[src/logic/spmm_pkg.sv]
`default_nettype none

package spmm_pkg;

    // matrix size and nonzero capacity of one tile
    localparam int N = 8;
    localparam int LG_N = 3;
    localparam int DATA_W = 8;
    // wide enough to hold the value N
    localparam int PTR_W = LG_N + 1;

    // transfer shape
    localparam int BLOCK_ROWS = 4;
    localparam int N_BLOCKS = N / BLOCK_ROWS;

    // edges from the start strobe to the first result block
    localparam int OUT_LATENCY = LG_N + 2;
    localparam int BUSY_CYCLES = OUT_LATENCY + N_BLOCKS;

    typedef logic [DATA_W-1:0] data_t;
    typedef data_t [N-1:0] data_vec_t;

    typedef data_vec_t [BLOCK_ROWS-1:0] rhs_block_t;
    typedef data_vec_t [BLOCK_ROWS-1:0] out_block_t;
    typedef data_vec_t [N-1:0] rhs_matrix_t;

    // compressed-row tile
    typedef struct packed {
        logic [N-1:0][PTR_W-1:0] row_end;
        logic [N-1:0][LG_N-1:0] col_idx;
        data_vec_t value;
    } lhs_tile_t;

    // bit k marks the first nonzero of a row
    typedef logic [N-1:0] seg_flags_t;

    // which scan entry closes each row
    typedef struct packed {
        logic [N-1:0][LG_N-1:0] end_idx;
        logic [N-1:0] empty;
    } row_map_t;

    typedef data_vec_t col_results_t;

endpackage

`default_nettype wire
[src/logic/segment_decoder.sv]
`timescale 1ns/1ns
`default_nettype none

module segment_decoder import spmm_pkg::*; (
    input  wire logic       clock,
    input  wire logic       reset,
    input  wire logic       lhs_accept,
    input  wire lhs_tile_t  lhs_tile,
    output seg_flags_t      seg_flags,
    output row_map_t        row_map,
    output logic            map_valid
);

    seg_flags_t heads_next;
    row_map_t map_next;
    logic [PTR_W-1:0] prev_end;
    logic [PTR_W-1:0] end_full;

    // delay line whose stage 0 loads on accept
    row_map_t map_pipe [LG_N+1];
    logic [LG_N:0] valid_pipe;

    // nonzero 0 always opens a segment
    always_comb begin
        heads_next = '0;
        heads_next[0] = 1'b1;
        for (int k = 1; k < N; k++) begin
            for (int r = 0; r < N; r++) begin
                if (lhs_tile.row_end[r] == PTR_W'(k)) begin
                    heads_next[k] = 1'b1;
                end
            end
        end
    end

    // end index and empty bit per row
    always_comb begin
        map_next = '0;
        prev_end = '0;
        end_full = '0;
        for (int r = 0; r < N; r++) begin
            end_full = lhs_tile.row_end[r] - 1'b1;
            map_next.end_idx[r] = end_full[LG_N-1:0];
            map_next.empty[r] = (lhs_tile.row_end[r] == prev_end);
            prev_end = lhs_tile.row_end[r];
        end
    end

    always_ff @(posedge clock or posedge reset) begin
        if (reset) begin
            seg_flags <= '0;
            valid_pipe <= '0;
            for (int i = 0; i <= LG_N; i++) begin
                map_pipe[i] <= '0;
            end
        end else begin
            valid_pipe <= {valid_pipe[LG_N-1:0], lhs_accept};
            if (lhs_accept) begin
                seg_flags <= heads_next;
                map_pipe[0] <= map_next;
            end
            // matches the reducer depth
            for (int i = 1; i <= LG_N; i++) begin
                map_pipe[i] <= map_pipe[i-1];
            end
        end
    end

    assign row_map = map_pipe[LG_N];
    assign map_valid = valid_pipe[LG_N];

endmodule

`default_nettype wire

[config.mk]
export PLATFORM = sky130hd
export DESIGN_NAME = segment_decoder
export DESIGN_NICKNAME = d
export VERILOG_FILES = /design/src/logic/spmm_pkg.sv /design/src/logic/segment_decoder.sv
export SDC_FILE = /design/constraint.sdc
export NUM_CORES = 1
export LEC_CHECK = 0
export BUFFER_PORTS_ARGS = -buffer_cell sky130_fd_sc_hd__buf_2
export CORE_MARGIN = 2
export CORE_UTILIZATION = 35
export DETAILED_ROUTE_END_ITERATION = 6
export PLACE_DENSITY = 0.55
export SETUP_SLACK_MARGIN = 0.4
export SYNTH_ARGS = -nofsm -noshare
export SYNTH_HDL_FRONTEND = slang
export SYNTH_SLANG_ARGS = --single-unit
[constraint.sdc]
create_clock -name clock -period 5.39 [get_ports clock]
set_clock_uncertainty 0.1 [all_clocks]
set_input_delay 0.8085 -clock clock [delete_from_list [all_inputs] [get_ports clock]]
set_output_delay 0.8085 -clock clock [all_outputs]
set_load 0.01 [all_outputs]
# [Yosys cells after proc, flatten, opt, wreduce, memory -nomap -nowiden]
# Cells that the tools add are included.
# W data, S select, Z words.
[op_classes] add_sub_neg=8 eq_ne=63 n_mux=56 n_reduce_logical=1
[op_table] cell="$eq A4 B3 Y1 const B" count=32
[op_table] cell="$eq A4 B2 Y1 const B" count=16
[op_table] cell="$mux W1" count=56
[op_table] cell="$eq A4 B1 Y1 const B" count=8
[op_table] cell="$eq A4 B4 Y1" count=7
[op_table] cell="$sub A3 B1 Y3 const B" count=8
[op_table] cell="$logic_not A4 Y1" count=1
[word_totals] reg_bits=140 inputBits=123 output_inout_bits=41 wordCells=166

# [Depth between registers and ports, before layout]
# Gate-level depths: netlist of run 1.
[depth] depth_word=9 depth_mapped=5 depth_no_buf=5

# [Worst setup path before layout of run 1]
# OpenSTA, ideal clock, no wires.
[synth_timing] path_kind="input-to-reg" start="input lhs_tile[112] in the netlist's numbering" end="register seg_flags[2]" setup_time_ps=144 arrival_time_ps=1650 t_required_ps=5146 path_slack_ps=3497 path_stages=5 path_buffers=0 path_cell_list="inv_1 -> ha_1 -> nor3b_1 -> a2111oi_1 -> a41oi_1"
[synth_via] elab_chain_len=3
[synth_lines] item="start: declaration" line_no="segment_decoder.sv:8" text="input wire lhs_tile_t lhs_tile,"
[synth_lines] item="$eq A4 B2 Y1" line_no="segment_decoder.sv:29" text="if (lhs_tile.row_end[r] == PTR_W'(k)) begin"
[synth_lines] item="$mux W1 (2 in series)" line_no="segment_decoder.sv:29"
[synth_lines] item="end signal: assignment" line_no="segment_decoder.sv:59" text="seg_flags <= heads_next;"
[synth_lines] item="end: declaration" line_no="segment_decoder.sv:9" text="output seg_flags_t seg_flags,"
# No other way between the ends.
# A chain may end at the register's enable or synchronous reset.

# [Worst setup path in the final report of run 1]
[layout_timing] start="input lhs_accept" end="register map_pipe[99] in the netlist's numbering"
[layout_lines] item="start: declaration" line_no="segment_decoder.sv:7" text="input wire logic lhs_accept,"
[layout_lines] item="end signal: indexed assignment" line_no="segment_decoder.sv:64" text="map_pipe[i] <= map_pipe[i-1];"
[layout_lines] item="end: declaration" line_no="segment_decoder.sv:20" text="row_map_t map_pipe [LG_N+1];"
# No word-level cell between the ends.

==> results of run 1 <==
synthesized netlist by cell type:
cell       instances
nand2_1            7
buf_4             34
xnor2_1            8
nor4_1             7
a41oi_1            3
a2111oi_1          3
mux2i_1            2
nand4_1            4
nor2_2             1
o21ai_0            1
buf_2             16
ha_1              32
o32a_1             4
nor3b_1           12
xor2_1            28
a21oi_1           20
dfrtp_1          140
nor2_1            27
mux2_2             9
a221oi_1           3
inv_1             20
or2_2              1
nand3_1            5
nand3b_1          32
area by class of cell:
type	instances	share of cell area (%)
flip-flops and latches	140	53.92
multi-input cells	209	25.07
clock buffers	21	7.241
repair buffers	77	6.008
well taps	216	4.159
clock inverters	11	2.369
inverters	20	1.232
worst min-delay path by stage:
stage	start	end
3_5_place_dp	map_pipe[65]	map_pipe[33]
5_1_grt	map_pipe[69]	map_pipe[37]
3_3_place_gp	map_pipe[86]	map_pipe[54]
4_1_cts	map_pipe[90]	map_pipe[58]
6_report	map_pipe[90]	map_pipe[58]
2_1_floorplan	map_pipe[64]	map_pipe[32]
metal layers:
metal	track usage, %	wire length, µm
met1	17.93	4878
met2	21.40	4988
met3	4.018	404
met4	5.693	161
met5	0	0
sequential cells by signal, indices dropped and copies added, names as in the netlist:
register / flops
seg_flags: 8
row_map: 32
map_pipe: 96
valid_pipe: 4
per-stage QoR:
stage          setup slack (ns)  utilization, %
2_1_floorplan            0.7286               -
3_3_place_gp              2.924           37.52
3_5_place_dp              2.918           37.52
4_1_cts                   3.342           41.50
5_1_grt                   3.236           41.50
6_report                  3.326           41.50
cell families (layout without fill, tap and decap cells):
logic type | after synthesis | after routing | synth area share, %
simple gates | 96 | 96 | 10.18
xor+xnor | 36 | 36 | 5.689
compound gates | 34 | 34 | 4.109
buf+inv | 70 | 129 | 7.404
flops | 140 | 140 | 63.21
mux | 11 | 11 | 2.190
fa+ha+maj | 32 | 32 | 7.223
power groups by stage:
stage,registers [µW],clock network (µW),logic (µW)
finish,1190,1210,214
global route,1200,1300,241
CTS,1190,1240,220
detailed placement,1210,0,219
global placement,1200,0,216
floorplan,1200,0,160
==> results.cfg, run 1 <==
[run_status]
outcome = finished clean

[worst_hold_path]
min_path_type = flop to flop
hold_depth = 0

[route]
drt-pass1-iter-count = 4
routed_wl_um = 10430
drt-vias-per-instance = 4.340
ant_nets = 0
num_vias = 3012
drt_iter0_markers = 164
wire_per_inst_um = 15.03
post-route-drc-count = 0

[synthesis]
synth.avg_cell_area_um2 = 13.23
ys_warn_count = 0
synth.distinct_cells = 24
ys_ff_latch = 140
synth_top_area_cell = dfrtp_1
ys_top_cells_by_area = dfrtp_1 (63%), ha_1 (7.2%), buf_4 (4.6%)
syn_inst = 419
synth_top_area_share_pct = 63.21
mappedNetlistArea_mm2 = 0.005543
syn_nets = 574
ys_seq_area_share_pct = 63.21

[power_and_ir_drop]
switchingPower_uw = 602.0
seqPwrFrac_pct = 45.5
internal_power_uw = 2010
switching_share_pct = 23.04
p_leak_uw = 0.003027
p_per_area_mw_per_mm2 = 402.0
total_power_uw = 2612
clkPwrFrac_pct = 46.4
p_comb_share_pct = 8.2
ir_drop_mv = 0.1966

[worst_setup_path]
critPathTopFamily = buffers and inverters
r2r-end = map_pipe[99]
cp.depth = 3
path_buf_inv = 2
max_stage_delay_ns = 0.62
cp-end-kind = flop
worstPathCellList = buf_2, buf_4, mux2_2
slowest_stage = buf_2
worstPathMaxFanout = 40
rrSetupSlack_ns = 4.53
startpoint = lhs_accept
cp.required_ns = 5.58
arrival_ns = 2.26
reg2reg_depth = 1
r2r_start = map_pipe[99]
crit_end = map_pipe[99]
cp-start-kind = input pin
crit_type = input pin to flop

[global_route]
antenna_found_initial = 0
grt_max_degree = 86
grt_pass1_vias = 3162
overflow = 0
grt_pass1_wl_um = 16880
track_usage_pct = 13.69

[job]
cap_violations = 0

[finish]
fin_cells = 694
final_cell_mix = dfrtp_1 (140), buf_2 (75), nand3b_1 (32), ha_1 (32), xor2_1 (28)
diodes = 0
drive_gt1_share_pct = 25.10
multi_input_comb_area_mm2 = 0.001629
post-route-cell-area_mm2 = 0.006497
layout.nets = 620
area_growth_pct = 17.22
n_fill_cell = 1517
mostFrequentLayoutCell = dfrtp_1
regArea_mm2 = 0.003503

[floorplan]
coreArea_mm2 = 0.01566
dieArea_mm2 = 0.01686
die_h_um = 129.8
die_width_um = 129.8
ios = 164
start_util_pct = 35.41
num_rows = 46

[clock_tree]
cts_resized = 0
htreeDepth = 4
clk_pin_slew_ns = 0.06
holdBufCountCts = 0
clkLatencyLatePin_ns = 0.42
ctsRootBufferMaster = clkbuf_16
clockBufferDepth = 2
cts.sinks = 140
cts_buffers = 17
post_cts.repair.setup_buffers = 0
cts_tree = done

[sta]
hold_ws_ns = 0.2412
min_period_ns = 2.064
rsz0062_at_grt = false
tns_ns = 0
maxSlewViolCount = 0
worst_slew_pin_slew_ns = 0.8138
setup_viol = 0
slew_headroom_pct = 45.75
fin_crit_sh_pct = 38.29
fmax_ghz = 0.4845
hold_violations = 0

[placed_design]
dp_cells = 662
placed_area_mm2 = 0.005873
io_buffers = 75
place_hpwl_um = 7300
gp_congestion = 0.8372
(Power assumes the default switching activity.)
==> run 2: changes to the inputs <==
==> constraint.sdc (replaced) <==
create_clock -name clock -period 2 [get_ports clock]
set_clock_uncertainty 0.1 [all_clocks]
set_input_delay 0.3 -clock clock [delete_from_list [all_inputs] [get_ports clock]]
set_output_delay 0.3 -clock clock [all_outputs]
set_load 0.01 [all_outputs]
==> results.cfg, run 2 (synthesized netlist as in run 1, its figures left out) <==
[global_route]
grt_pass1_wl_um = 16820
grt_max_degree = 76
grt_pass1_vias = 3127
antenna_found_initial = 0
overflow = 0
track_usage_pct = 13.45

[worst_setup_path]
crit_end = seg_flags[1]
slowest_stage = dfrtp_1
critPathTopFamily = flip-flops
cp-end-kind = primary output
reg2reg_depth = 1
rrSetupSlack_ns = 1.14
cp.required_ns = 1.60
r2r-end = seg_flags[0]
worstPathCellList = buf_2
startpoint = seg_flags[1]
crit_type = flop to primary output
r2r_start = seg_flags[0]
worstPathMaxFanout = 2
max_stage_delay_ns = 0.39
path_buf_inv = 1
cp.depth = 1
arrival_ns = 0.96
cp-start-kind = flop

[clock_tree]
cts_tree = done
post_cts.repair.setup_buffers = 0
htreeDepth = 4
ctsRootBufferMaster = clkbuf_16
holdBufCountCts = 1
cts.sinks = 140
clockBufferDepth = 2
cts_buffers = 17
clk_pin_slew_ns = 0.06
clkLatencyLatePin_ns = 0.42
cts_resized = 0

[sta]
worst_slew_pin_slew_ns = 0.4339
setup_viol = 0
maxSlewViolCount = 0
slew_headroom_pct = 71.07
fmax_ghz = 0.7365
fin_crit_sh_pct = 67.89
hold_ws_ns = 0.06681
min_period_ns = 1.358
hold_violations = 0
rsz0062_at_grt = false

[power_and_ir_drop]
ir_drop_mv = 0.5323
p_leak_uw = 0.003014
p_per_area_mw_per_mm2 = 1038

[floorplan]
dieArea_mm2 = 0.01686
ios = 164
num_rows = 46
start_util_pct = 35.41
die_h_um = 129.8
die_width_um = 129.8
coreArea_mm2 = 0.01566

[finish]
largest_reg_flops = 96
mostFrequentLayoutCell = dfrtp_1
n_fill_cell = 1514
fin_cells = 696
layout.nets = 622
drive_gt1_share_pct = 25.00
area_growth_pct = 17.13
diodes = 0
largest_register = map_pipe
final_cell_mix = dfrtp_1 (140), buf_2 (75), nand3b_1 (32), ha_1 (32), xor2_1 (28)

[route]
drt-vias-per-instance = 4.379
num_vias = 3048
ant_nets = 0
wire_per_inst_um = 14.92
routed_wl_um = 10380
drt-pass1-iter-count = 4
post-route-drc-count = 0
drt_iter0_markers = 124

[placed_design]
dp_cells = 663
gp_congestion = 0.8325
place_hpwl_um = 7158
io_buffers = 75

[worst_hold_path]
hold_depth = 2
hold_start = lhs_tile[88]
min_path_type = input pin to flop

[run_status]
outcome = finished clean

[job]
cap_violations = 0
[run 2: changes by cell type in the layout (fill, tap and decap cells not counted)]
cell           before  now
clkinv_4            0    3
buf_4               2    0
buf_12              0    3
dlygate4sd3_1       0    1
clkbuf_1            1    2
clkinvlp_4          1    3
bufinv_16           3    1
inv_6               5    0
clkinv_2            2    4
inv_8               1    0
[run 2: power breakdown]
group | leakage [µW] | switching [µW] | total (µW) | internal [µW]
registers | 0.00165 | 85.6 | 3200 | 3110
clock network | 0.000276 | 1150 | 2950 | 1800
logic | 0.00109 | 355 | 589 | 234
[run 2: how the worst min path moves through the flow]
stage / slack, ns / to
floorplan: 0.23 / map_pipe[32]
global placement: 0.23 / row_map[9]
detailed placement: 0.23 / map_pipe[32]
CTS: 0.05 / map_pipe[104]
global route: 0.08 / map_pipe[104]
finish: 0.07 / map_pipe[104]
[run 2: final cells by class]
cell class | count | area, µm² | share of cell area [%]
well taps | 216 | 270.3 | 4.163
multi-input cells | 209 | 1629 | 25.09
repair buffers | 79 | 445.4 | 6.861
inverters | 20 | 78.83 | 1.214
clock inverters | 10 | 91.34 | 1.407
flip-flops and latches | 140 | 3503 | 53.96
clock buffers | 22 | 474.2 | 7.304
[run 2: through the flow]
step	util, %	instance area (µm²)	setup slack, ns	total power, µW	TNS [ns]
2_1_floorplan	-	5547	-0.1491	3673	-20.87
3_3_place_gp	37.80	5917	0.2417	3840	0
3_5_place_dp	37.80	5917	0.2288	3856	0
4_1_cts	41.47	6492	0.6271	6847	0
5_1_grt	41.47	6492	0.5180	7056	0
6_report	41.47	6492	0.6423	6741	0
[run 2: metal layers]
| layer | up-vias | global-route usage [%] | part of all wire [%] |
|---|---|---|---|
| li1 | 1459 | - | - |
| met5 | - | 0 | 0 |
| met1 | 1511 | 17.93 | 47 |
| met4 | 0 | 5.123 | 1.6 |
| met3 | 15 | 3.772 | 4.4 |
| met2 | 63 | 21.00 | 47 |
==> run 3: changes to the inputs <==
--- a/config.mk
+++ b/config.mk
@@ -5,6 +5,7 @@
 export SDC_FILE = /design/constraint.sdc
 export NUM_CORES = 1
 export LEC_CHECK = 0
+export ABC_AREA = 1
 export BUFFER_PORTS_ARGS = -buffer_cell sky130_fd_sc_hd__buf_2
 export CORE_MARGIN = 2
 export CORE_UTILIZATION = 35
==> constraint.sdc (replaced) <==
create_clock -name clock -period 1.3 [get_ports clock]
set_clock_uncertainty 0.1 [all_clocks]
set_input_delay 0.195 -clock clock [delete_from_list [all_inputs] [get_ports clock]]
set_output_delay 0.195 -clock clock [all_outputs]
set_load 0.01 [all_outputs]
==> results.cfg, run 3 <==
[finish]
layout.nets = 760
post-route-cell-area_mm2 = 0.007385
largest_register = map_pipe
mostFrequentLayoutCell = dfrtp_1
drive_gt1_share_pct = 37.06
area_growth_pct = 30.60
fin_cells = 834
diodes = 0
final_util_pct = 46.66
n_fill_cell = 1463
largest_reg_flops = 96
final_cell_mix = dfrtp_1 (140), nand2_1 (137), buf_2 (60), o21ai_1 (29), nor2_1 (29)

[global_route]
overflow = 0
grt_pass1_vias = 3830
antenna_found_initial = 0
track_usage_pct = 14.05
grt_pass1_wl_um = 19000
grt_max_degree = 79

[worst_setup_path]
slowest_stage = dfrtp_1
arrival_ns = 0.95
worstPathMaxFanout = 2
critPathTopFamily = flip-flops
crit_type = flop to primary output
max_stage_delay_ns = 0.39
cp-start-kind = flop
cp-end-kind = primary output
path_buf_inv = 1
worstPathCellList = buf_2
cp.required_ns = 1.00

[synthesis]
synth_top_area_cell = dfrtp_1
synth_top_family_by_area = simple AND/OR/NAND/NOR gates
synthMuxAreaShare_pct = 0
syn_inst = 528
ys_seq_area_share_pct = 61.96
async_reset_ff_share_pct = 100.0
synth_compound_area_share_pct = 4.072
ys_ff_latch = 140
synthXorXnorAreaFrac_pct = 1.859
synth.distinct_cells = 21
ys_top_cells_by_area = dfrtp_1 (62%), nand2_1 (9.2%), ha_1 (7.1%)
synth.avg_cell_area_um2 = 10.71
mappedNetlistArea_mm2 = 0.005654
ys_warn_count = 0
synth_edf_count = 0
synth_most_common_cell = dfrtp_1
synth_ff_type = dfrtp_1
synth-adder-area-share_pct = 7.081
yosys-top-cells-count = dfrtp_1 (140), nand2_1 (139), nand3_1 (39)
yosys.area_share.simple_pct = 16.11
synth_top_area_share_pct = 61.96
syn_nets = 683

[clock_tree]
cts_buffers = 17
ctsRootBufferMaster = clkbuf_16
cts_tree = done
clockBufferDepth = 2
clkLatencyLatePin_ns = 0.41
htreeDepth = 4
cts.sinks = 140
clk_pin_slew_ns = 0.06
post_cts.repair.setup_buffers = 0

[route]
ant_nets = 0
drt_iter0_markers = 130
drt-vias-per-instance = 4.295
num_vias = 3582
wire_per_inst_um = 13.36
routed_wl_um = 11140
post-route-drc-count = 0
drt-pass1-iter-count = 4

[sta]
hold_ws_ns = -0.1945
worst_slew_pin_slew_ns = 0.4043
fin_crit_sh_pct = 95.81
fmax_ghz = 0.8028
min_period_ns = 1.246
rsz0062_at_grt = true
setup_viol = 0
fin_ws_ns = 0.05442
maxSlewViolCount = 0
slew_headroom_pct = 73.05
hold_violations = 140

[power_and_ir_drop]
total_power_uw = 11310
p_leak_uw = 0.003569
ir_drop_mv = 0.7967
p_per_area_mw_per_mm2 = 1532

[floorplan]
coreArea_mm2 = 0.01583
die_h_um = 131.1
dieArea_mm2 = 0.01719
start_util_pct = 35.72
die_width_um = 131.1
num_rows = 46
ios = 164

[worst_hold_path]
min_path_type = input pin to async pin

[placed_design]
dp_cells = 798
place_ws_ns = -0.04150
gp_congestion = 0.8452
io_buffers = 75
placed_area_mm2 = 0.006633
place_hpwl_um = 7989

[run_status]
outcome = finished with violations
violations = negative hold slack

[job]
cap_violations = 0
## run 3: kinds of logic after synthesis
kind of cell / count (synthesis)
AO/OA/AOI/OAI: 45
adder cells (fa/ha/maj): 32
flip-flops: 140
buffers and inverters: 78
XOR/XNOR: 12
AND/OR/NAND/NOR: 221
## run 3: layout make-up
| type | count | area, µm² | share of cell area [%] |
|---|---|---|---|
| clock buffers | 19 | 442.9 | 5.998 |
| clock inverters | 13 | 210.2 | 2.846 |
| inverters | 30 | 171.4 | 2.321 |
| multi-input cells | 310 | 2077 | 28.13 |
| flip-flops and latches | 140 | 3503 | 47.44 |
| well taps | 216 | 270.3 | 3.660 |
| repair buffers | 106 | 709.4 | 9.607 |
## run 3: repair_timing
| action | in CTS | in global routing |
|---|---|---|
| hold endpoints to repair | 142 | 142 |
| setup endpoints to repair | 42 | 46 |
| pin swaps | 0 | 4 |
| hold buffers | 2 | 2 |
| gates resized for setup | 1 | 27 |
## run 3: stage by stage
step	setup TNS, ns	hold slack, ns
finish	0	-0.1945
global route	0	-0.1699
CTS	0	-0.1970
detailed placement	-0.04150	0.2347
global placement	-0.03446	0.2333
floorplan	-104.17	0.1264
## run 3: worst paths after layout
kind	from	end	slack, ns	depth (start not counted)
max	seg_flags[7]	seg_flags[7]	0.05	1
min reg2reg	map_pipe[42]	row_map[10]	0.24	0
max in group asynchronous	reset	map_pipe[106]	0.95	3
min in group clock	lhs_accept	valid_pipe[0]	0.02	2
min	reset	map_pipe[59]	-0.19	3
max reg2reg	seg_flags[0]	seg_flags[0]	0.51	1
## run 3: power by group
group | internal [µW] | switching (µW) | leakage, µW
Sequential | 4770 | 131 | 0.00175
Clock | 3470 | 1790 | 0.000314
Combinational | 461 | 685 | 0.00151
## run 3: metal layers
metal  track usage, %  part of all wire [%]  routed length, µm
met3            4.437                   4.9                547
met2            22.87                    47               5286
met1            17.82                    46               5154
met4            4.771                   1.4                153
met5                0                     0                  0
